[config.mk]
export PLATFORM = sky130hd
export DESIGN_NAME = regFile
export DESIGN_NICKNAME = d
export VERILOG_FILES = /design/src/design/rvExecPkg.sv /design/src/design/regFile.sv
export SDC_FILE = /design/constraint.sdc
export NUM_CORES = 2
export LEC_CHECK = 0
export BUFFER_PORTS_ARGS = -buffer_cell sky130_fd_sc_hd__buf_4
export CAP_MARGIN = 20
export CORE_AREA = 2 2 337 423
export DETAILED_ROUTE_END_ITERATION = 7
export DIE_AREA = 0 0 339 425
export SLEW_MARGIN = 0
export SYNTH_ARGS = -nofsm -noshare
export SYNTH_HDL_FRONTEND = slang
export SYNTH_SLANG_ARGS = --single-unit
[constraint.sdc]
create_clock -name clk -period 3.9 [get_ports clk]
set_input_delay 0.195 -clock clk [delete_from_list [all_inputs] [get_ports clk]]
set_output_delay 0.195 -clock clk [all_outputs]
set_load 0.1 [all_outputs]
[src/design/rvExecPkg.sv]
`default_nettype none

package rvExecPkg;

    typedef logic [31:0] wordT;    // Data or instruction word
    typedef logic [4:0] regAddrT;  // Register index
    typedef logic [4:0] shamtT;    // Shift amount

    // Operation class from the opcode, other values are unsupported
    typedef enum logic [2:0] {
        opR      = 3'b000,  // Register-register
        opI      = 3'b001,  // Register-immediate
        opBranch = 3'b100,  // Conditional branch
        opLui    = 3'b110   // Load upper immediate
    } aluOpT;

    // ALU control codes, xor sits at 2 and and at 4
    typedef enum logic [4:0] {
        aluAdd   = 5'd0,
        aluSub   = 5'd1,
        aluXor   = 5'd2,
        aluOr    = 5'd3,
        aluAnd   = 5'd4,
        aluSll   = 5'd5,
        aluSrl   = 5'd6,
        aluSra   = 5'd7,
        aluSlt   = 5'd8,
        aluSltu  = 5'd9,
        aluBeq   = 5'd10,
        aluBne   = 5'd11,
        aluBlt   = 5'd12,
        aluBge   = 5'd13,
        aluBltu  = 5'd14,
        aluBgeu  = 5'd15,
        aluPassB = 5'd16   // Lui result is operand B
    } aluCtrlT;

    typedef enum logic [2:0] {sIdle, sRead, sExec, sShift, sWrite} ctrlStateT;

    typedef struct packed {
        aluOpT       aluOp;     // Operation class
        logic [2:0]  funct3;    // Bits 14:12
        logic        funct75;   // Bit 30, cleared where meaningless
        regAddrT     rd;
        regAddrT     rs1;
        regAddrT     rs2;
        wordT        imm;       // Sign-extended I, B or U immediate
        logic        useImm;    // Operand B is the immediate
        logic        regWrite;  // Result goes to rd
        logic        isBranch;
        logic        legal;     // Opcode supported
    } decodedInstrT;

endpackage

`default_nettype wire

[src/design/regFile.sv]
`timescale 1ns/1ps
`default_nettype none

module regFile #(
    parameter int regCount = 32  // 16 gives an RV32E-sized file
) (
    input  logic               clk,
    input  logic               rstN,
    input  rvExecPkg::regAddrT rs1,
    input  rvExecPkg::regAddrT rs2,
    input  rvExecPkg::regAddrT rd,
    input  logic               wrEn,
    input  rvExecPkg::wordT    wrData,
    output rvExecPkg::wordT    rs1Data,
    output rvExecPkg::wordT    rs2Data
);

    localparam int addrW = $clog2(regCount);  // Upper index bits ignored

    rvExecPkg::wordT  regs [regCount];
    logic [addrW-1:0] wrIdx;

    assign wrIdx   = rd[addrW-1:0];
    assign rs1Data = regs[rs1[addrW-1:0]];  // Entry 0 is never written
    assign rs2Data = regs[rs2[addrW-1:0]];

    always_ff @(posedge clk) begin
        if (!rstN) begin
            for (int i = 0; i < regCount; i++) begin
                regs[i] <= '0;
            end
        end else if (wrEn && (wrIdx != '0)) begin
            regs[wrIdx] <= wrData;  // Aliases of x0 dropped too
        end
    end

    assert property (@(posedge clk) disable iff (!rstN) regs[0] == '0)
        else $error("Register 0 holds a nonzero value");

endmodule

`default_nettype wire

Word-level counts from Yosys, hierarchy flattened
Memory sizes are Yosys's and may differ from the RTL's.
Cells that the tools add are included.
{ "word_totals": {"mem_bits_rw": 1024, "mem_count": 1, "word_cells": 11, "register_bits": 0} }
{ "memory_table": {"columns": ["memory", "depth", "word_bits", "rd", "rd_clocked_by_memory_dff", "wr", "line", "source"], "rows": [
  ["regs", 32, 32, 2, 0, 32, "regFile.sv:20", "rvExecPkg::wordT regs [regCount];"]
]} }
{ "op_classes": {"n_reduce_logical": 3, "muxes": 7} }
{ "ops": {"columns": ["cell", "count"], "rows": [
  ["$mux W32", 1],
  ["$reduce_or A32 Y1", 1],
  ["$mux W1", 5],
  ["$mux W5", 1],
  ["$reduce_bool A5 Y1", 1],
  ["$logic_and A1 B1 Y1", 1]
]} }

Logic depth before layout (Yosys ltp)
{ "depth": {"depth_word": 7, "ltp_mapped": 8, "depth_no_buf": 5} }

Least setup slack after synthesis
No wires, ideal clock.
{ "synth_timing": {"path_type": "input-to-reg", "from": "input port rstN", "to": "memory regs[24][0] in the netlist's numbering (enable)", "arrival_ns": 3.081, "required_ns": 3.434, "path_stages": 4, "setup_slack_ns": 0.354, "setup_time_ns": 0.466, "path_cell_list": "nand2_1 or3_4 buf_6 o21ai_0"} }
{ "synth_rtl": {"columns": ["element", "line", "source"], "rows": [
  ["start, declared", "regFile.sv:8", "input logic rstN,"],
  ["end, declared", "regFile.sv:20", null]
]} }

==> flow_summary.toml <==
[finish]
layout_common_cells = "1024 x mux2i_1, 1024 x edfxtp_1, 992 x and2_1"
seqCellArea_sq_mm = 0.03075
largestRegisters = "regs x1024"
stdcell_count = 6597
drive_gt1_share_pct = 11.14
nFillCells = 12580
multi_input_area_sq_mm = 0.02358
nets = 4680
areaGrowthSynthToFinish_pct = 13.54
largest-register = "regs"
largest_register_ffs = 1024

[sta]
setup-violations-final = 0
fmax_ghz = 0.3533
relSlewSlack_pct = 23.67
rsz0062_at_grt = "no"
hold_viol = 0
min_period_over_period_pct = 72.58
worst_pin_slew_ns = 1.142
min_period_ns = 2.830
finalMaxSlewViolations = 0
tns_ns = 0

[clocking]
htree_levels = 3
cts_tree = "yes"
clk_pin_slew_worst_paths_ns = 0.06
cts_root_buf = "clkbuf_16"
cts-buffers-inserted = 106
clock-sinks = 1024
cts_buffer_depth = 3
cts_resized = 0

[global_routing]
grt_max_degree = 80
grt_pass1_vias = 38500
antenna_found_initial = 16
grt_util_all_layers_pct = 26.67
grt_pass1_wl_um = 277700
grt_overflow = 0

[drt]
routedWlPerCell_um = 29.91
via_per_inst = 5.913
via_count = 39010
firstDrtPassIters = 5
postRouteAntennaNets = 0
drt_iter0_drc = 4334
detail_route.wirelength_um = 197300
route.detailed.drc = 0

[synth]
synth_warnings = 0
syn_inst = 4609
synth.avg_cell_area_sq_um = 12.09
synth-seq-area-share_pct = 55.19
ys_types = 32
ys_ff_latch = 1024
synthesis.area_sq_mm = 0.05572

[min_path]
hp-start = "wrData[23]"
holdPathStages = 2
hold_path_end = "regs[26][23]"
hold_class = "input pin to flip-flop"

[place]
io_buffers = 113
gp_congestion = 0.8651
dp.cells = 6363
dp_hpwl_um = 120300

[worst_setup_path]
end_kind = "output port"
cp_max_fo = 2
worstSetupStartpointType = "flip-flop"
worstPathRequired_ns = 3.70
crit_type = "flip-flop to output port"
worstPathArrival_ns = 2.64

[floorplan]
core_area_sq_mm = 0.1401
num_rows = 154
dieArea_sq_mm = 0.1441
die_h_um = 425
initial_core_util_pct = 39.77
ios = 114
die_w_um = 339

[pwr]
ir_worst_vdd_uv = 387.4
power_mw = 27.17
power_density_mw_per_mm2 = 429.5
p_leak_nw = 24.50

[status]
status = "completed"

[run]
maxCapViolCount = 0
-- cells in the mapped netlist, drive strengths merged --
| library cell | count | area (sq um) |
|---|---|---|
| a22oi | 192 | 1441 |
| nand4b | 1 | 8.760 |
| o21ai | 31 | 155.2 |
| inv | 1 | 3.750 |
| or3b | 2 | 17.52 |
| nor3 | 64 | 320.3 |
| a22o | 128 | 1121 |
| edfxtp | 1024 | 30750 |
| clkbuf | 272 | 1044 |
| conb | 1 | 3.750 |
| nand3b | 3 | 22.52 |
| or2 | 2 | 12.51 |
| or3 | 2 | 17.52 |
| a31oi | 64 | 400.4 |
| nand4 | 1 | 6.260 |
| nor2b | 4 | 25.02 |
| nor2 | 35 | 186.4 |
| nand2b | 4 | 25.02 |
| and2 | 994 | 6218 |
| nand2 | 197 | 742.0 |
| a21oi | 192 | 960.9 |
| nand3 | 193 | 965.9 |
| buf | 178 | 1018 |
| mux2i | 1024 | 10250 |
-- kinds of logic after synthesis --
| kind of cell | count (synthesis) | share of synthesized area, % |
|---|---|---|
| mux | 1024 | 18.40 |
| compound gates | 607 | 7.321 |
| simple gates | 1502 | 15.38 |
| other cells | 1 | 0.006731 |
| buf+inv | 451 | 3.708 |
| flops | 1024 | 55.19 |
-- critical path: stages (launching register included) --
cell and delay (ns):
edfxtp_1 0.41, mux2i_1 0.20, a22o_1 0.20, nor3_1 0.06, a31oi_1 0.51, nand3_1 0.21
buf_4 0.30
-- power by group --
part,switching (mW),internal [mW]
logic,2.87,1.20
registers,0.321,12.7
clock network,4.51,5.55
total,7.70,19.5
-- per-stage QoR --
| step | hold WS (ns) | utilization, % | setup WS [ns] | instance area [sq um] |
|---|---|---|---|---|
| 3_5_place_dp | 0.7220 | 42.56 | 1.151 | 59610 |
| 6_report | 0.03894 | 45.16 | 1.070 | 63260 |
| 4_1_cts | 0.007938 | 45.15 | 1.067 | 63250 |
| 5_1_grt | 0.05534 | 45.15 | 1.031 | 63250 |
| 2_1_floorplan | 0.3932 | - | 0.3536 | 55830 |
| 3_3_place_gp | 0.7188 | 42.54 | 1.185 | 59590 |
-- final cells by class --
class                           count  share of cell area, %
Sequential cell                  1024                  48.61
Multi-Input combinational cell   3165                  37.27
Timing Repair Buffer              332                  5.135
Clock buffer                      130                  4.369
Tap cell                         1872                  3.703
Clock inverter                     68                 0.8841
Antenna cell                        5                0.01978
Inverter                            1               0.005934
-- timing repair --
| item | 4_1_cts | 5_1_grt |
|---|---|---|
| endpoints found under the hold margin | 773 | 0 |
| setup buffers | 0 | 0 |
| hold buffers | 31 | 0 |
-- per-layer routing --
metal | part of all wire, % | up-vias | global-route usage, %
li1 | - | 16930 | -
met4 | 4.3 | 4 | 11.77
met1 | 40 | 19890 | 34.60
met3 | 7.3 | 393 | 3.693
met5 | 0.014 | - | 0
met2 | 48 | 1794 | 44.50
-- worst max-delay path by stage --
| stage | to | slack, ns | start |
|---|---|---|---|
| global route | rs2Data[23] | 1.03 | regs[0][23] |
| detailed placement | regs[21][8] | 1.15 | rstN |
| finish | rs2Data[23] | 1.07 | regs[4][23] |
| global placement | rs1Data[7] | 1.19 | rs1[1] |
| CTS | rs2Data[23] | 1.07 | regs[0][23] |
| floorplan | regs[24][0] | 0.35 | rstN |
Note: power is estimated with default switching activity, not from simulation.
