--- config.mk ---
export PLATFORM = sky130hd
export DESIGN_NAME = aluDecode
export DESIGN_NICKNAME = d
export VERILOG_FILES = /design/src/design/rvExecPkg.sv /design/src/design/aluDecode.sv
export SDC_FILE = /design/constraint.sdc
export NUM_CORES = 1
export LEC_CHECK = 0
export ABC_CLOCK_PERIOD_IN_PS = 4000
export BUFFER_PORTS_ARGS = -buffer_cell sky130_fd_sc_hd__buf_2
export CAP_MARGIN = 20
export CORE_AREA = 2 2 39 41
export DETAILED_ROUTE_END_ITERATION = 10
export DIE_AREA = 0 0 41 43
export PLACE_DENSITY = 0.56
export RECOVER_POWER = 50
export REMOVE_ABC_BUFFERS = 1
export SYNTH_ARGS = -nofsm -noshare
export SYNTH_HDL_FRONTEND = slang
export SYNTH_SLANG_ARGS = --single-unit
--- constraint.sdc ---
create_clock -name vclk -period 4
set_input_delay 1.2 -clock vclk [all_inputs]
set_output_delay 1.2 -clock vclk [all_outputs]
set_load 0.02 [all_outputs]
--- src/design/rvExecPkg.sv ---
`default_nettype none

package rvExecPkg;

    typedef logic [31:0] wordT;    // Data or instruction word
    typedef logic [4:0] regAddrT;  // Register index
    typedef logic [4:0] shamtT;    // Shift amount

    // Operation class from the opcode, other values are unsupported
    typedef enum logic [2:0] {
        opR      = 3'b000,  // Register-register
        opI      = 3'b001,  // Register-immediate
        opBranch = 3'b100,  // Conditional branch
        opLui    = 3'b110   // Load upper immediate
    } aluOpT;

    // ALU control codes, xor sits at 2 and and at 4
    typedef enum logic [4:0] {
        aluAdd   = 5'd0,
        aluSub   = 5'd1,
        aluXor   = 5'd2,
        aluOr    = 5'd3,
        aluAnd   = 5'd4,
        aluSll   = 5'd5,
        aluSrl   = 5'd6,
        aluSra   = 5'd7,
        aluSlt   = 5'd8,
        aluSltu  = 5'd9,
        aluBeq   = 5'd10,
        aluBne   = 5'd11,
        aluBlt   = 5'd12,
        aluBge   = 5'd13,
        aluBltu  = 5'd14,
        aluBgeu  = 5'd15,
        aluPassB = 5'd16   // Lui result is operand B
    } aluCtrlT;

    typedef enum logic [2:0] {sIdle, sRead, sExec, sShift, sWrite} ctrlStateT;

    typedef struct packed {
        aluOpT       aluOp;     // Operation class
        logic [2:0]  funct3;    // Bits 14:12
        logic        funct75;   // Bit 30, cleared where meaningless
        regAddrT     rd;
        regAddrT     rs1;
        regAddrT     rs2;
        wordT        imm;       // Sign-extended I, B or U immediate
        logic        useImm;    // Operand B is the immediate
        logic        regWrite;  // Result goes to rd
        logic        isBranch;
        logic        legal;     // Opcode supported
    } decodedInstrT;

endpackage

`default_nettype wire

--- src/design/aluDecode.sv ---
`timescale 1ns/1ps
`default_nettype none

module aluDecode (
    input  rvExecPkg::aluOpT   aluOp,    // Class from the opcode
    input  logic [2:0]         funct3,   // Bits 14:12
    input  logic               funct75,  // Bit 30
    output rvExecPkg::aluCtrlT aluCtrl   // ALU control code
);

    always_comb begin
        case (aluOp)
            rvExecPkg::opR: begin
                case ({funct3, funct75})
                    4'b0000: aluCtrl = rvExecPkg::aluAdd;
                    4'b0001: aluCtrl = rvExecPkg::aluSub;
                    4'b1000: aluCtrl = rvExecPkg::aluXor;
                    4'b1100: aluCtrl = rvExecPkg::aluOr;
                    4'b1110: aluCtrl = rvExecPkg::aluAnd;
                    4'b0010: aluCtrl = rvExecPkg::aluSll;
                    4'b1010: aluCtrl = rvExecPkg::aluSrl;
                    4'b1011: aluCtrl = rvExecPkg::aluSra;
                    4'b0100: aluCtrl = rvExecPkg::aluSlt;
                    4'b0110: aluCtrl = rvExecPkg::aluSltu;
                    default: aluCtrl = rvExecPkg::aluAdd;  // Unlisted funct7 falls back to add
                endcase
            end

            rvExecPkg::opI: begin
                case (funct3)
                    3'b000:  aluCtrl = rvExecPkg::aluAdd;   // Addi
                    3'b100:  aluCtrl = rvExecPkg::aluXor;   // Xori
                    3'b110:  aluCtrl = rvExecPkg::aluOr;    // Ori
                    3'b111:  aluCtrl = rvExecPkg::aluAnd;   // Andi
                    3'b001:  aluCtrl = rvExecPkg::aluSll;   // Slli
                    3'b101: begin
                        if (funct75) begin
                            aluCtrl = rvExecPkg::aluSra;    // Srai
                        end else begin
                            aluCtrl = rvExecPkg::aluSrl;    // Srli
                        end
                    end
                    3'b010:  aluCtrl = rvExecPkg::aluSlt;   // Slti
                    3'b011:  aluCtrl = rvExecPkg::aluSltu;  // Sltiu
                    default: aluCtrl = rvExecPkg::aluAdd;
                endcase
            end

            rvExecPkg::opBranch: begin
                case (funct3)
                    3'b000:  aluCtrl = rvExecPkg::aluBeq;
                    3'b001:  aluCtrl = rvExecPkg::aluBne;
                    3'b100:  aluCtrl = rvExecPkg::aluBlt;
                    3'b101:  aluCtrl = rvExecPkg::aluBge;
                    3'b110:  aluCtrl = rvExecPkg::aluBltu;  // Unsigned less than
                    3'b111:  aluCtrl = rvExecPkg::aluBgeu;
                    default: aluCtrl = rvExecPkg::aluAdd;   // Reserved funct3
                endcase
            end

            rvExecPkg::opLui: aluCtrl = rvExecPkg::aluPassB;

            default: aluCtrl = rvExecPkg::aluAdd;  // Unsupported class
        endcase
    end

endmodule

`default_nettype wire

# [Word level (Yosys, flattened, before mapping)]
# Memories as Yosys holds them, arrays and structs flattened.
# Cells that the tools add are included.
[word_totals] reg_bits=0 romBits=64 in_bits=7 output_inout_bits=5 word_cells=17 n_memories=1
[op_classes] n_eq_ne=10 n_mux=4 n_reduce_logical=2
[mem_list] name="(name not given)" words=16 word_bits=4 rd=1 rd_clocked_by_memory_dff=0 wr=0 line_no="aluDecode.sv:14" source="case ({funct3, funct75})"
[op_table] operator="5-bit one-hot mux with 8 select lines" count=1
[op_table] operator="4-bit one-hot mux with 6 select lines" count=1
[op_table] operator="5-bit one-hot mux with 4 select lines" count=1
[op_table] operator="3-bit == test, second input constant" count=6
[op_table] operator="3-bit by 1-bit == test with 1-bit output, second input constant" count=2
[op_table] operator="3-bit by 2-bit == test with 1-bit output, second input constant" count=2
[op_table] operator="3-bit logical NOT" count=2
[op_table] operator="1-bit 2-to-1 mux" count=1

# [Depth between registers and ports, before layout]
# Gate-level depths: netlist (run 1).
[depth] word_depth=3 depth_mapped=7 ltp_nobuf=6

# [Worst setup path after synthesis (run 1)]
# Ideal clock, no wire load.
[synth_timing] path_type="in2out" startpoint="input funct3[2]" endpoint="output aluCtrl[0]" t_arrival_ns=2.429 required_time_ns=2.800 slack_ns=0.371 stages=7 n_path_buf=1 path_cell_list="buf_6 -> inv_1 -> ha_1 -> nand2b_1 -> a211oi_1 -> a211oi_2 -> a311oi_2"
[synth_between] elab_chain_len=3 word_cells_on_any_way=12 cone_classes="eq/ne: 7; mux: 3; reduce/logical: 1; memory: 1"
[synth_lines] element="start: declaration" line_no="aluDecode.sv:6" source="input logic [2:0] funct3,"
[synth_lines] element="parallel branches: the longest is 2 deep, another holds memory 16 x 4 bit"
[synth_lines] element="5-bit one-hot mux with 4 select lines *" line_no="aluDecode.sv:12" source="case (aluOp)"
[synth_lines] element="end: declaration" line_no="aluDecode.sv:8" source="output rvExecPkg::aluCtrlT aluCtrl"
# Every way passes the cells marked *. The select of a mux whose other input is x is not followed.

# [Worst setup path after layout (run 1)]
# Ends and elaborated chain as after synthesis.

==> results.toml, run 1 <==
[status]
outcome = "complete, no violations"

[timing]
setup_violations = 0
hold_violations = 0
maxSlewViolCount = 0
slew_headroom_pct = 78.5
rsz0062_at_grt = "no"
tightest_slew_ps = 320
period_needed_ps = 3870
tns_ps = 0
max_freq_ghz = 0.258
whs_ps = 2730
period_share_pct = 96.7

[yosys]
yosysMostFrequentCell = "ha_1"
syn_area_per_cell_um2 = 7.62
synthAdderAreaFrac_pct = 26.1
synthTopCellsByCount = "7 x ha_1, 4 x inv_1, 4 x nor2_1"
synth_top_area_share_pct = 26.1
synthSimpleGateAreaFrac_pct = 25.7
ys_warn_count = 0
synth-compound-area-share_pct = 26.5
yosysSeqAreaShare_pct = 0
muxShareOfSynthArea_pct = 6.72
syn_inst = 44
yosysUniqueCellTypes = 24
synth-xor-area-share_pct = 2.61
synth_top_family_by_area = "compound AO/OA/AOI/OAI gates"
synthesis.area_um2 = 335
yosys-top-cells-area = "ha_1 26%, mux4_2 6.7%, a31oi_1 5.6%"
yosysTopAreaCell = "ha_1"

[cells_and_area]
multi_input_area_um2 = 294
seqCellArea_um2 = 0
areaGrowthSynthToFinish_pct = 19.0
instances_no_fill = 70
layout-drive-gt1-share_pct = 31.5
fin_nets = 70
fin_util_pct = 28.8
design.seq.count = 0
clkbuf_count = 0
fillers = 153
fin_area_um2 = 399
n_antenna_cell = 0

[power_and_ir_drop]
powerDensity_nw_per_um2 = 95.0
power.leakage_nw = 0.189
peakVddDrop_mv = 0.0284

[setup_path]
cp.required_ps = 2800
cp-start-kind = "primary input"
crit_fanout = 9
critPathKind = "in2out"
endpoint_kind = "output pin"
worst_ep_arrival_time_ps = 2670

[placed_design]
gp_congestion = 0.697
postPlaceCellArea_um2 = 400
dp_cells = 70
io_buffers = 12
dp_hpwl_um = 601

[cts]
ctsResizeCount = 0
holdBufCountCts = 0
post_cts_buffers = 0

[floorplanning]
dieArea_um2 = 1760
coreArea_um2 = 1380
rows = 14
chipWidth_um = 41
die_height_um = 43
initial_core_util_pct = 24.2
io_pins = 12

[detailed_routing]
drcViolationCount = 0
drt-wirelength-per-cell_um = 10.7
drt-initial-drc-count = 9
dr.pass1.iters = 4
ant_nets = 0
drt-total-wl_um = 749
via_per_inst = 4.99
vias = 349

[grt]
grt_max_degree = 12
first_global_vias = 304
grt_antenna_before_repair = 0
grt_pass1_wl_um = 1170
grt_remaining_overflow = 0
grt_usage_pct = 8.79

[min_path]
min-delay-path-class = "in2out"

[job]
drv_cap = 0
==> layout by cell type (no fill, tap or decap), types with 2 or more instances in the layout <==
cell	count
nor2_1	4
nand2_1	3
a21oi_1	3
buf_2	11
ha_1	7
inv_1	4
nor3b_1	2
a31oi_1	3
o21ai_0	2
==> metrics by stage <==
stage               worst slack [ps]  total power, mW
global placement                 158           0.0377
CTS                              160           0.0382
finish                           131           0.0379
detailed placement               161           0.0380
floorplan                        487           0.0218
global route                    51.8           0.0425
==> critical path, cell delays in order <==
cell	delay, ps
buf_2	190
inv_1	120
ha_1	180
nand2b_1	150
a211oi_1	320
a211oi_2	90
a311oi_2	230
buf_2	190
==> layer usage <==
metal  up-vias  routed length [um]  global-route usage [%]
met2         6                 334                    14.7
li1        181                   -                       -
met3         0                  24                       0
met1       162                 390                    12.3
met5         -                   0                       0
met4         0                   0                    1.33
==> worst paths after layout <==
path / from / end / slack (ps) / cells past startpoint
hold / removal: aluOp[1] / aluCtrl[0] / 2730 / 3
setup / recovery: funct3[2] / aluCtrl[0] / 130 / 8
==> power breakdown <==
group          switching (mW)  internal [mW]  leakage, nW  total [mW]
sequential                  0              0            0           0
combinational          0.0224         0.0156        0.189      0.0379
clock                       0              0            0           0
==> cell families (layout without fill, tap and decap cells) <==
kind of cell | after synthesis | in the layout
fa+ha+maj | 7 | 7
xor+xnor | 1 | 1
mux | 1 | 1
simple gates | 15 | 15
compound gates | 12 | 12
buf+inv | 8 | 18
==> cell type report <==
type / count / area share [%]
Timing Repair Buffer: 13 / 16.6
Tap cell: 16 / 5.02
Multi-Input combinational cell: 36 / 73.7
Inverter: 5 / 4.70
No activity file was read; power rests on OpenSTA's default activity.
==> run 2: changes to the inputs <==
ABC_CLOCK_PERIOD_IN_PS = 3500   (was 4000)
GPL_ROUTABILITY_DRIVEN = 0   (was not set)
PLACE_DENSITY = 0.58   (was 0.56)
clock period = 3.5 ns   (was 4 ns; I/O delays follow)
==> run 2 against run 1 <==
  * Worst hold slack worse by 290 ps
  * Die area unchanged
  * Worst setup slack worse by 74 ps
  * Sequential share of layout area unchanged
  * Critical path type unchanged
  * Largest cell class unchanged
==> results.toml, run 2 (synthesis results as in run 1) <==
[status]
outcome = "complete, no violations"

[power_and_ir_drop]
p_int_mw = 0.0265
power_frac_comb_pct = 100.0
switching_share_pct = 51.3
peakVddDrop_mv = 0.0383
pwr-share-seq_pct = 0
powerDensity_nw_per_um2 = 111
pwr-share-clk_pct = 0
power_mw = 0.0544
power.leakage_nw = 0.232
p_switching_mw = 0.0279

[detailed_routing]
drt-total-wl_um = 865
drt-wirelength-per-cell_um = 10.9
via_per_inst = 4.76
drt-initial-drc-count = 6
vias = 376
ant_nets = 0
drcViolationCount = 0
dr.pass1.iters = 4

[cells_and_area]
mostFrequentLayoutCells = "10 x buf_4, 7 x buf_2, 6 x ha_1"
layout-drive-gt1-share_pct = 44.4
areaGrowthSynthToFinish_pct = 46.3
final_common_cell = "buf_4"
clkbuf_count = 0
design.seq.count = 0
seqCellArea_um2 = 0
fin_nets = 79
n_antenna_cell = 0
fin_util_pct = 35.4

[grt]
grt_remaining_overflow = 0
grt_max_degree = 11
grt_antenna_before_repair = 0
grt_usage_pct = 10.7
first_global_vias = 321
grt_pass1_wl_um = 1390

[timing]
period_needed_ps = 3440
hold_violations = 0
rsz0062_at_grt = "no"
setup_violations = 0
whs_ps = 2440
period_share_pct = 98.4
maxSlewViolCount = 0
max_freq_ghz = 0.290
tightest_slew_ps = 297
slew_headroom_pct = 80.1
tns_ps = 0

[setup_path]
worst_ep_arrival_time_ps = 2390
critPathKind = "in2out"
cp.required_ps = 2450
cpMaxStageDelayCell = "mux4_2"
crit_chain = "buf_8, inv_2, ha_1, mux4_2, a211oi_2, a311oi_2, buf_4"
critPathMaxStageDelay_ps = 460
crit_fanout = 5
endpoint_kind = "output pin"
cp-start-kind = "primary input"

[placed_design]
io_buffers = 12
dp_hpwl_um = 708

[min_path]
min-delay-path-class = "in2out"
hold_start = "aluOp[1]"
hold-path-endpoint = "aluCtrl[2]"
whs_path_depth = 3

[floorplanning]
die_height_um = 43
io_pins = 12
dieArea_um2 = 1760
initial_core_util_pct = 24.2
coreArea_um2 = 1380
rows = 14
chipWidth_um = 41

[cts]
holdBufCountCts = 0

[job]
drv_cap = 0
==> run 2: cell types whose count changed in the layout (fill, tap and decap cells not counted), sizes merged <==
cell    previous run  this run
buf               12        20
clkbuf             1         2
==> run 2: metrics by stage <==
stage          std cells  setup WS [ps]  instance area (um2)
2_1_floorplan         41            287                  313
3_5_place_dp          78          -37.4                  460
5_1_grt               79          0.561                  490
6_report              79           57.4                  490
3_3_place_gp          78           1.30                  460
4_1_cts               78           4.12                  460
==> run 2: what timing repair did <==
action                                  in CTS  in global routing
endpoints found under the setup margin       1                  1
pin swaps                                    1                  2
resized for setup                            0                  9
hold endpoints to repair                     0                  0
buffers inserted                             0                  1
==> run 2: worst max path at each step <==
| stage | endpoint | start | cells past startpoint | slack, ps |
|---|---|---|---|---|
| 2_1_floorplan | aluCtrl[0] | funct3[2] | 6 | 290 |
| 3_3_place_gp | aluCtrl[0] | funct3[0] | 7 | 1 |
| 3_5_place_dp | aluCtrl[0] | funct3[0] | 7 | -40 |
| 4_1_cts | aluCtrl[0] | funct3[0] | 7 | 4 |
| 5_1_grt | aluCtrl[0] | funct3[0] | 7 | 0.6 |
| 6_report | aluCtrl[0] | funct3[0] | 7 | 60 |
==> run 2: worst max-delay path: cells and delay by family <==
kind / cells / cell delay, ps
compound gates: 2 / 310
fa+ha+maj: 1 / 270
buf+inv: 3 / 290
mux: 1 / 460
==> run 2: area by class of cell <==
cell class / count / area (um2)
multi-input cells: 36 / 297
inverters: 5 / 18.8
fillers: 148 / 893
repair buffers: 22 / 155
well taps: 16 / 20.0
==> run 2: power groups by stage <==
stage / logic, mW / clock network (mW) / registers [mW]
finish: 0.0544 / 0 / 0
global route: 0.0600 / 0 / 0
CTS: 0.0507 / 0 / 0
detailed placement: 0.0506 / 0 / 0
global placement: 0.0497 / 0 / 0
floorplan: 0.0249 / 0 / 0
==> run 2: layer usage <==
layer	part of all wire (%)	global-route usage, %
met1	49	16.5
met5	0	0
met3	5.1	0
met2	45	17.2
met4	0	0
