--- config.mk ---
export PLATFORM = sky130hd
export DESIGN_NAME = shiftTimer
export DESIGN_NICKNAME = d
export VERILOG_FILES = /design/src/design/rvExecPkg.sv /design/src/design/shiftTimer.sv
export SDC_FILE = /design/constraint.sdc
export NUM_CORES = 1
export LEC_CHECK = 0
export BUFFER_PORTS_ARGS = -buffer_cell sky130_fd_sc_hd__buf_2
export CORE_AREA = 8 8 45 47
export DETAILED_ROUTE_END_ITERATION = 12
export DIE_AREA = 0 0 53 55
export PLACE_DENSITY = 0.46
export SLEW_MARGIN = 20
export SYNTH_ARGS = -nofsm -noshare
export SYNTH_HDL_FRONTEND = slang
export SYNTH_SLANG_ARGS = --single-unit
--- constraint.sdc ---
create_clock -name clk -period 1.75 [get_ports clk]
set_input_delay 0.35 -clock clk [delete_from_list [all_inputs] [get_ports clk]]
set_output_delay 0.35 -clock clk [all_outputs]
set_load 0.1 [all_outputs]
--- src/design/rvExecPkg.sv ---
`default_nettype none

package rvExecPkg;

    typedef logic [31:0] wordT;    // Data or instruction word
    typedef logic [4:0] regAddrT;  // Register index
    typedef logic [4:0] shamtT;    // Shift amount

    // Operation class from the opcode, other values are unsupported
    typedef enum logic [2:0] {
        opR      = 3'b000,  // Register-register
        opI      = 3'b001,  // Register-immediate
        opBranch = 3'b100,  // Conditional branch
        opLui    = 3'b110   // Load upper immediate
    } aluOpT;

    // ALU control codes, xor sits at 2 and and at 4
    typedef enum logic [4:0] {
        aluAdd   = 5'd0,
        aluSub   = 5'd1,
        aluXor   = 5'd2,
        aluOr    = 5'd3,
        aluAnd   = 5'd4,
        aluSll   = 5'd5,
        aluSrl   = 5'd6,
        aluSra   = 5'd7,
        aluSlt   = 5'd8,
        aluSltu  = 5'd9,
        aluBeq   = 5'd10,
        aluBne   = 5'd11,
        aluBlt   = 5'd12,
        aluBge   = 5'd13,
        aluBltu  = 5'd14,
        aluBgeu  = 5'd15,
        aluPassB = 5'd16   // Lui result is operand B
    } aluCtrlT;

    typedef enum logic [2:0] {sIdle, sRead, sExec, sShift, sWrite} ctrlStateT;

    typedef struct packed {
        aluOpT       aluOp;     // Operation class
        logic [2:0]  funct3;    // Bits 14:12
        logic        funct75;   // Bit 30, cleared where meaningless
        regAddrT     rd;
        regAddrT     rs1;
        regAddrT     rs2;
        wordT        imm;       // Sign-extended I, B or U immediate
        logic        useImm;    // Operand B is the immediate
        logic        regWrite;  // Result goes to rd
        logic        isBranch;
        logic        legal;     // Opcode supported
    } decodedInstrT;

endpackage

`default_nettype wire

--- src/design/shiftTimer.sv ---
`timescale 1ns/1ps
`default_nettype none

module shiftTimer (
    input  logic             clk,
    input  logic             rstN,
    input  logic             load,    // Start a new shift
    input  rvExecPkg::shamtT amount,  // Positions to shift
    output logic             step,    // One position this cycle
    output logic             zero     // Nothing left to count
);

    rvExecPkg::shamtT count;

    assign step = (count != '0);
    assign zero = (count == '0);

    always_ff @(posedge clk) begin
        if (!rstN) begin
            count <= '0;
        end else if (load) begin
            count <= amount;
        end else if (step) begin
            count <= count - 1'b1;  // Stops at zero
        end
    end

    assert property (@(posedge clk) disable iff (!rstN) !load |=> count <= $past(count))
        else $error("Shift count rose without a load");

endmodule

`default_nettype wire

Word-level counts from Yosys, hierarchy flattened:

Index checks and enable logic that the tools add are counted.

* register bits after elaboration: 5
* logic and storage cells: 7
* latch bits: 0
* bits in writable memories: 0
* memories: 0
* output and inout port bits: 2
* bits in read-only memories: 0
* input bits: 8

* eq/ne operators: 0
* order comparisons: 0
* bitwise logic cells: 0
* divide/modulo/power cells: 0
* multiplexer cells: 2
* multipliers: 0
* shifts and indexed selects: 0
* add/subtract/negate cells: 1
* reductions and logical operators: 3

Operator list (number)
* $mux W5: 2
* $logic_not A5 Y1: 1
* $reduce_bool A5 Y1: 1
* $sub A5 B1 Y5 const B: 1
* $reduce_bool A2 Y1: 1

Depth between registers and ports, before layout:

Gate-level depths: netlist (run 1).

* depth in word-level cells: 3
* gate-level depth with buffers: 5
* mapped depth without buffers: 5

Least setup slack after synthesis (run 1):

Ideal clock, no wire load.

* path type: reg2out
* from: reg count[0]
* to: out step
* stages on the path, launching flop included: 5
* required time: 1.400 ns
* slack: -1.162 ns
* arrival: 2.562 ns
* buffers on the path: 0
* cells stage by stage: dfxtp_1 inv_1 ha_1 nor4b_4 inv_1

* longest elaborated chain between the ends: 1

RTL lines
* start: declaration: RTL line shiftTimer.sv:13 `rvExecPkg::shamtT count;`
* start signal: assignment: RTL line shiftTimer.sv:22 `count <= amount;`
* start signal: assignment: RTL line shiftTimer.sv:24 `count <= count - 1'b1;`
* $reduce_bool A5 Y1: RTL line shiftTimer.sv:15 `assign step = (count != '0);`
* end: declaration: RTL line shiftTimer.sv:9 `output logic step,`

No other way between the ends.

Worst setup path after layout (run 1):

* from: reg count[1]
* to: out step

The elaborated chain is that of the path after synthesis.

==> impl_metrics.toml, run 1 <==
[clocking]
cts_tree = "done"
cts_sinks = 5
cts_buffers = 3
cts_max_level = 1
cts-hold-fix-buffers = 0
cts-root-buf = "clkbuf_4"
clk_path_buf_depth = 2
clkLatencyLatePin_ps = 240
path_clk_slew_ps = 40

[placement]
gp_congestion = 0.6728
port_buffers = 9
dpl_cell_area_um2 = 397.9
place_inst = 58

[sta]
fmax_ghz = 0.5910
setup_viol = 0
fin_crit_ps = 1692
fin_skew_ps = 0.1420
finalCritPeriodShare_pct = 96.68
maxSlewViolCount = 0
rsz0062_at_grt = "true"
worstMarginPinSlew_ps = 367.9
setup_tns_ps = 0
relSlewSlack_pct = 75.37
hold_viol_final = 0

[pwr]
power_density_mw_per_mm2 = 1197
p_clk_share_pct = 24.8
ir_drop_mv = 0.5234
p_comb_share_pct = 48.7
switching_share_pct = 38.66
leakage_uw = 0.0001967
p_int_uw = 333.5
power_frac_seq_pct = 26.5
netSwitchingPower_uw = 210.2

[drt]
drt-total-wl_um = 737
wl_per_cell_um = 11.17
ant_nets = 0
avgViaCountPerCell = 4.379
post-route-drc-count = 0
via_count = 289
drt_iter0_drc = 2
first_pass_iters = 2

[critical_path]
cp-end-kind = "primary output"
crit_arrival_ps = 1340
r2r-end = "count[1]"
rr_worst_depth = 7
timing.rr.start = "count[0]"
critPathMaxFanout = 3
cp.required_ps = 1400
path_class = "reg2out"
rrSetupSlack_ps = 260
cp-start-kind = "flop"

[synthesis]
synth_top_family_by_area = "simple AND/OR/NAND/NOR gates"
synth_top_area_share_pct = 35.24
yosys.area_share.xor_xnor_pct = 6.167
muxShareOfSynthArea_pct = 0
synthTopCellsByArea = "dfxtp_1 (35%), nand3_1 (8.8%), nor4b_4 (8.4%), nand4b_1 (6.2%), xnor2_1 (6.2%)"
synth_cell_types = 17
synth_seq_area_share_pct = 35.24
synth_fa_ha_area_share_pct = 4.405
avgSynthCellArea_um2 = 8.607
synth_compound_area_share_pct = 9.692
synth_simple_gate_area_share_pct = 36.56
syn_area_um2 = 284.0
ys.warnings.count = 0
syn_inst = 33
yosysTopAreaCell = "dfxtp_1"
synthesis.nets = 42
ys_ff_latch = 5

[die]
start_util_pct = 20.52
dieArea_mm2 = 0.002915
num_rows = 14
die_h_um = 55
die_x_um = 53
core-area_mm2 = 0.001384
io_pins = 10

[hold_path]
hold_depth = 3
hp-start = "amount[3]"
hold_path.class = "in2reg"
min_to = "count[3]"

[final_layout]
drive_above_1_share_pct = 50.00
final_cell_area_um2 = 454.2
top_register = "count"
largest_register_ffs = 5
final_nets = 60
synthToLayoutAreaGrowth_pct = 59.91
reg.largest.list = "count: 5 flops"
fin_util_pct = 32.82
finalNonFillerCells = 66
diodes = 0

[global_routing]
grt_pass1_wl_um = 1283
gr-total-overflow = 0
antenna_found_initial = 0
grt_max_degree = 13
first_global_vias = 288
grt_usage_pct = 6.452

[flow_run]
cap_violations = 0

[outcome]
status = "finished, final reports clean"
synthesized netlist by cell type (all sizes together):
cell type / number
a211o: 1
a21oi: 2
clkbuf: 1
dfxtp: 5
ha: 1
inv: 5
nand2: 2
nand3: 5
nand4b: 2
nor2: 1
nor3: 1
nor4b: 1
o41ai: 1
or3: 1
or4: 2
xnor2: 2
worst max path at each step:
stage	startpoint	endpoint	slack, ps	cells past startpoint
2_1_floorplan	count[1]	step	-1110	4
3_3_place_gp	count[1]	step	190	5
3_5_place_dp	count[1]	step	220	5
4_1_cts	count[0]	step	7	5
5_1_grt	count[1]	step	-30	5
6_report	count[1]	step	60	5
layer usage:
layer	vias up	track usage (%)	share of wire (%)
met1	122	8.067	54
met3	2	3.743	8.5
met2	11	7.031	36
met5	-	0	0
met4	0	6.466	1.2
li1	154	-	-
placed cells by master, fill, tap and decap left out, types with 2 or more instances in the layout:
cell      count
buf_12        2
or4_1         2
dfxtp_2       2
buf_2         7
a21oi_1       2
inv_2         4
buf_4         5
dfxtp_1       3
clkbuf_4      3
nand3_1       5
nand2_1       2
xnor2_1       2
nand4b_1      2
kinds of logic (layout without fill, tap and decap cells):
kind of cell             after synthesis  in the layout
AO/OA/AOI/OAI                          4              4
XOR/XNOR                               2              2
adder cells (fa/ha/maj)                1              1
buffers and inverters                  6             23
flip-flops                             5              5
AND/OR/NAND/NOR                       15             15
what timing repair did:
| action | 4_1_cts | 5_1_grt |
|---|---|---|
| pin swaps | 1 | 1 |
| setup endpoints to repair | 1 | 2 |
| buffers inserted | 2 | 2 |
| resized for setup | 1 | 0 |
layout make-up:
type / count / area (µm²)
Clock buffer: 4 / 26.28
Fill cell: 147 / 929.6
Inverter: 5 / 18.77
Multi-Input combinational cell: 22 / 173.9
Sequential cell: 5 / 102.6
Tap cell: 16 / 20.02
Timing Repair Buffer: 14 / 112.6
stage by stage:
| stage | worst slack [ps] | hold slack (ps) | power (µW) |
|---|---|---|---|
| 2_1_floorplan | -1107 | 477.1 | 303.9 |
| 3_3_place_gp | 194.6 | 526.8 | 388.5 |
| 3_5_place_dp | 215.6 | 517.2 | 387.7 |
| 4_1_cts | 6.546 | 319.3 | 538.8 |
| 5_1_grt | -31.50 | 324.9 | 580.0 |
| 6_report | 58.08 | 321.1 | 543.7 |
critical path, cell delays in order, from the launching register on:
cell and delay, ps:
dfxtp_2 310, inv_2 60, ha_4 130, nor4b_4 330
inv_2 90, buf_12 180
power groups by stage:
stage	clock network [µW]	logic, µW	registers (µW)
5_1_grt	149	285	146
4_1_cts	141	252	146
6_report	135	265	144
3_5_place_dp	0	239	149
3_3_place_gp	0	239	149
2_1_floorplan	0	158	146
(Power assumes the default switching activity.)
==> run 2, diff against run 1 <==
==> constraint.sdc (replaced) <==
create_clock -name clk -period 1.75 [get_ports clk]
set_input_delay 0.35 -clock clk [delete_from_list [all_inputs] [get_ports clk]]
set_output_delay 0.35 -clock clk [all_outputs]
set_load 0.01 [all_outputs]
==> impl_metrics.toml, run 2 (same netlist as run 1, synthesis figures left out) <==
[outcome]
status = "finished, final reports clean"

[global_routing]
first_global_vias = 288
grt_pass1_wl_um = 1193
grt_max_degree = 13
antenna_found_initial = 0
gr-total-overflow = 0
grt_usage_pct = 5.731

[clocking]
cts_buffers = 3
clk_path_buf_depth = 2
path_clk_slew_ps = 50
cts_tree = "done"
cts_sinks = 5
clkLatencyLatePin_ps = 240
cts_max_level = 1
cts-root-buf = "clkbuf_4"

[pwr]
leakage_uw = 0.0001691
ir_drop_mv = 0.4976
power_density_mw_per_mm2 = 1023

[hold_path]
hold_path.class = "in2reg"

[sta]
fmax_ghz = 0.6256
rsz0062_at_grt = "false"
whs_ps = 335.3
fin_skew_ps = 0.5411
finalCritPeriodShare_pct = 91.34
maxSlewViolCount = 0
hold_viol_final = 0
setup_viol = 0
relSlewSlack_pct = 81.47
worstMarginPinSlew_ps = 276.8
fin_crit_ps = 1599
setup_tns_ps = 0

[placement]
port_buffers = 9
hpwl_um = 510
gp_congestion = 0.7127

[critical_path]
slowest_delay_ps = 320
crit_arrival_ps = 1250
path_class = "reg2out"
critPathSlowestCell = "dfxtp_1"
cp-end-kind = "primary output"
crit_top_cell = "inv_1"
critPathMaxFanout = 4
crit_chain = "inv_1, ha_2, nor4b_4, inv_1, buf_2"
cp.required_ps = 1400
cp-start-kind = "flop"

[drt]
ant_nets = 0
first_pass_iters = 4
drt_iter0_drc = 6
avgViaCountPerCell = 4.635
via_count = 292
wl_per_cell_um = 10.54
post-route-drc-count = 0
drt-total-wl_um = 664

[final_layout]
synthToLayoutAreaGrowth_pct = 37.00
reg.largest.list = "count: 5 flops"
final_common_cell = "buf_2"
final_nets = 57
top_register = "count"
largest_register_ffs = 5
final_cell_mix = "buf_2 (9), nand3_1 (5), dfxtp_1 (5), inv_1 (4), clkbuf_4 (3)"
drive_above_1_share_pct = 36.17
diodes = 0

[die]
dieArea_mm2 = 0.002915
num_rows = 14
start_util_pct = 20.52
die_x_um = 53
die_h_um = 55
core-area_mm2 = 0.001384
io_pins = 10

[flow_run]
cap_violations = 0
## run 2: cell count changes in the layout (fill, tap and decap cells not counted), sizes merged
cell | before | now
buf | 14 | 11
## run 2: what timing repair did
item,in CTS,in global routing
setup endpoints to repair,2,2
gates resized for setup,0,1
pin swaps,0,1
setup buffers,1,1
hold buffers,0,0
## run 2: final timing paths
path              slack, ps  cells past startpoint       end  startpoint
setup / recovery        150                      5      step    count[1]
hold / removal          340                      3  count[3]   amount[3]
setup reg to reg        330                      6  count[0]    count[1]
hold reg to reg         540                      2  count[1]    count[1]
## run 2: routing by layer
layer	global-route usage (%)	vias to the layer above	part of all wire [%]
li1	-	148	-
met4	1.293	0	0
met2	7.813	14	43
met5	0	-	0
met1	6.364	130	46
met3	5.348	0	11
## run 2: final cells by class
cell class / count / area (µm²)
Fill cell: 159 / 994.7
Inverter: 5 / 18.77
Tap cell: 16 / 20.02
Clock buffer: 4 / 26.28
Multi-Input combinational cell: 22 / 163.9
Timing Repair Buffer: 11 / 60.06
Sequential cell: 5 / 100.1
## run 2: power by group
| part | total, µW | switching, µW | internal, µW |
|---|---|---|---|
| Combinational | 118 | 52.2 | 65.4 |
| Sequential | 144 | 15.7 | 128 |
| Clock | 137 | 50.3 | 86.4 |
## run 2: stage by stage
| step | util, % | setup slack, ps | power (µW) | cell area (µm²) | std cells |
|---|---|---|---|---|---|
| global placement | 24.95 | 227.6 | 253.1 | 345.3 | 57 |
| finish | 28.12 | 151.5 | 398.2 | 389.1 | 63 |
| CTS | 27.40 | 66.59 | 401.9 | 379.1 | 62 |
| global route | 28.12 | 5.479 | 441.7 | 389.1 | 63 |
| detailed placement | 24.95 | 199.5 | 251.8 | 345.3 | 57 |
| floorplan | - | 337.5 | 218.1 | 284.0 | 33 |
## run 2: critical path: cells and delay by family (launching register included)
| kind | cells | cell delay [ps] |
|---|---|---|
| adder cells (fa/ha/maj) | 1 | 170 |
| buffers and inverters | 3 | 260 |
| flip-flops | 1 | 320 |
| AND/OR/NAND/NOR | 1 | 260 |
==> run 3, diff against run 2 <==
--- a/config.mk
+++ b/config.mk
@@ -9,7 +9,7 @@
 export CORE_AREA = 8 8 45 47
 export DETAILED_ROUTE_END_ITERATION = 12
 export DIE_AREA = 0 0 53 55
-export PLACE_DENSITY = 0.46
+export PLACE_DENSITY = 0.38
 export SLEW_MARGIN = 20
 export SYNTH_ARGS = -nofsm -noshare
 export SYNTH_HDL_FRONTEND = slang
==> impl_metrics.toml, run 3 (same netlist as run 1, synthesis figures left out) <==
[global_routing]
grt_pass1_wl_um = 1055
gr-total-overflow = 0
grt_usage_pct = 5.188
grt_max_degree = 13
first_global_vias = 259
antenna_found_initial = 0

[clocking]
cts_buffers = 3
path_clk_slew_ps = 50
cts_sinks = 5
cts_tree = "done"
cts_max_level = 1
clkLatencyLatePin_ps = 250
cts_resized = 0
cts-root-buf = "clkbuf_4"
clk_path_buf_depth = 2

[critical_path]
crit_arrival_ps = 1280
critPathSlowestCell = "dfxtp_1"
cp-end-kind = "primary output"
path_class = "reg2out"
cp.required_ps = 1400
slowest_delay_ps = 330
cpLargestDelayFamily = "flip-flops"
cp-start-kind = "flop"
crit_chain = "inv_1, ha_1, nor4b_4, inv_1, buf_2"
critPathMaxFanout = 4
startpoint = "count[0]"
crit_top_cell = "inv_1"
timing.rr.start = "count[0]"
cp_num_buf_inv = 3

[final_layout]
largest_register_ffs = 5
fin_util_pct = 27.40
top_register = "count"
nFillCells = 147
final_cell_mix = "buf_2 (9), nand3_1 (5), dfxtp_1 (5), inv_1 (4), clkbuf_4 (3)"
diodes = 0
final_common_cell = "buf_2"
reg.largest.list = "count: 5 flops"
final_nets = 56
synthToLayoutAreaGrowth_pct = 33.48
drive_above_1_share_pct = 32.61
finalNonFillerCells = 62

[die]
start_util_pct = 20.52
die_x_um = 53
core-area_mm2 = 0.001384
io_pins = 10
dieArea_mm2 = 0.002915
num_rows = 14
die_h_um = 55

[drt]
drt-total-wl_um = 674
dr_wl_met2_um = 285
via_count = 273
ant_nets = 0
highest-signal-layer = "met4"
wl_met1_um = 329
post-route-drc-count = 0
wl_per_cell_um = 10.87
drt_iter0_drc = 5
avgViaCountPerCell = 4.403
first_pass_iters = 3
wl_met3_um = 48

[placement]
port_buffers = 9
dp_slack_ps = 216.0
hpwl_um = 512.6
place_inst = 57
gp_congestion = 0.7924

[sta]
rsz0062_at_grt = "false"
fmax_ghz = 0.6136
setup_tns_ps = 0
finalWorstSetupSlack_ps = 120.3
finalCritPeriodShare_pct = 93.12
setup_viol = 0
fin_crit_ps = 1630
fin_skew_ps = 8.506
worstMarginPinSlew_ps = 260.1
hold_viol_final = 0
relSlewSlack_pct = 82.43
maxSlewViolCount = 0

[hold_path]
hp-start = "amount[3]"
hold_path.class = "in2reg"

[flow_run]
cap_violations = 0

[pwr]
ir_drop_mv = 0.3476
leakage_uw = 0.0001656
power_density_mw_per_mm2 = 1037

[outcome]
status = "finished, final reports clean"
-- run 3: changes by cell type in the layout (fill, tap and decap cells not counted) --
| cell | delta |
|---|---|
| ha_2 | -1 |
| buf_4 | -1 |
| ha_1 | +1 |
-- run 3: per-layer routing --
metal / track usage [%] / vias to the layer above
li1: - / 144
met1: 5.463 / 118
met2: 7.031 / 9
met3: 2.139 / 2
met4: 6.466 / 0
met5: 0 / -
-- run 3: final timing paths --
path	endpoint	slack, ps	cells past startpoint
min reg2reg	count[1]	540	2
max reg2reg	count[1]	250	6
max	step	120	5
min	count[3]	330	3
-- run 3: what timing repair did --
action                     in CTS  in global routing
setup endpoints to repair       2                  0
buffers inserted                1                  0
hold buffers                    0                  0
-- run 3: worst min-delay path: cells and delay by family --
kind / cells / cell delay [ps]
buf+inv: 1 / 70
compound gates: 1 / 60
simple gates: 1 / 50
-- run 3: power by group --
part	switching, µW	total (µW)	internal [µW]
logic	51.4	111	59.7
clock network	51.7	138	86.5
registers	15.7	144	128
-- run 3: stage by stage --
step	total power [µW]	hold WS [ps]	instance area (µm²)
after floorplan	218.1	477.1	284.0
after global placement	251.6	523.7	345.3
after detailed placement	251.3	529.9	345.3
after CTS	399.0	323.8	379.1
after global routing	419.9	321.8	379.1
final	393.2	327.4	379.1
-- run 3: layout make-up --
| class | count | area, µm² | area share (%) |
|---|---|---|---|
| tap | 16 | 20.02 | 5.281 |
| inverter | 5 | 18.77 | 4.950 |
| multi-input combinational | 22 | 161.4 | 42.57 |
| clock buffer | 4 | 26.28 | 6.931 |
| sequential | 5 | 100.1 | 26.40 |
| timing repair buffer | 10 | 52.55 | 13.86 |
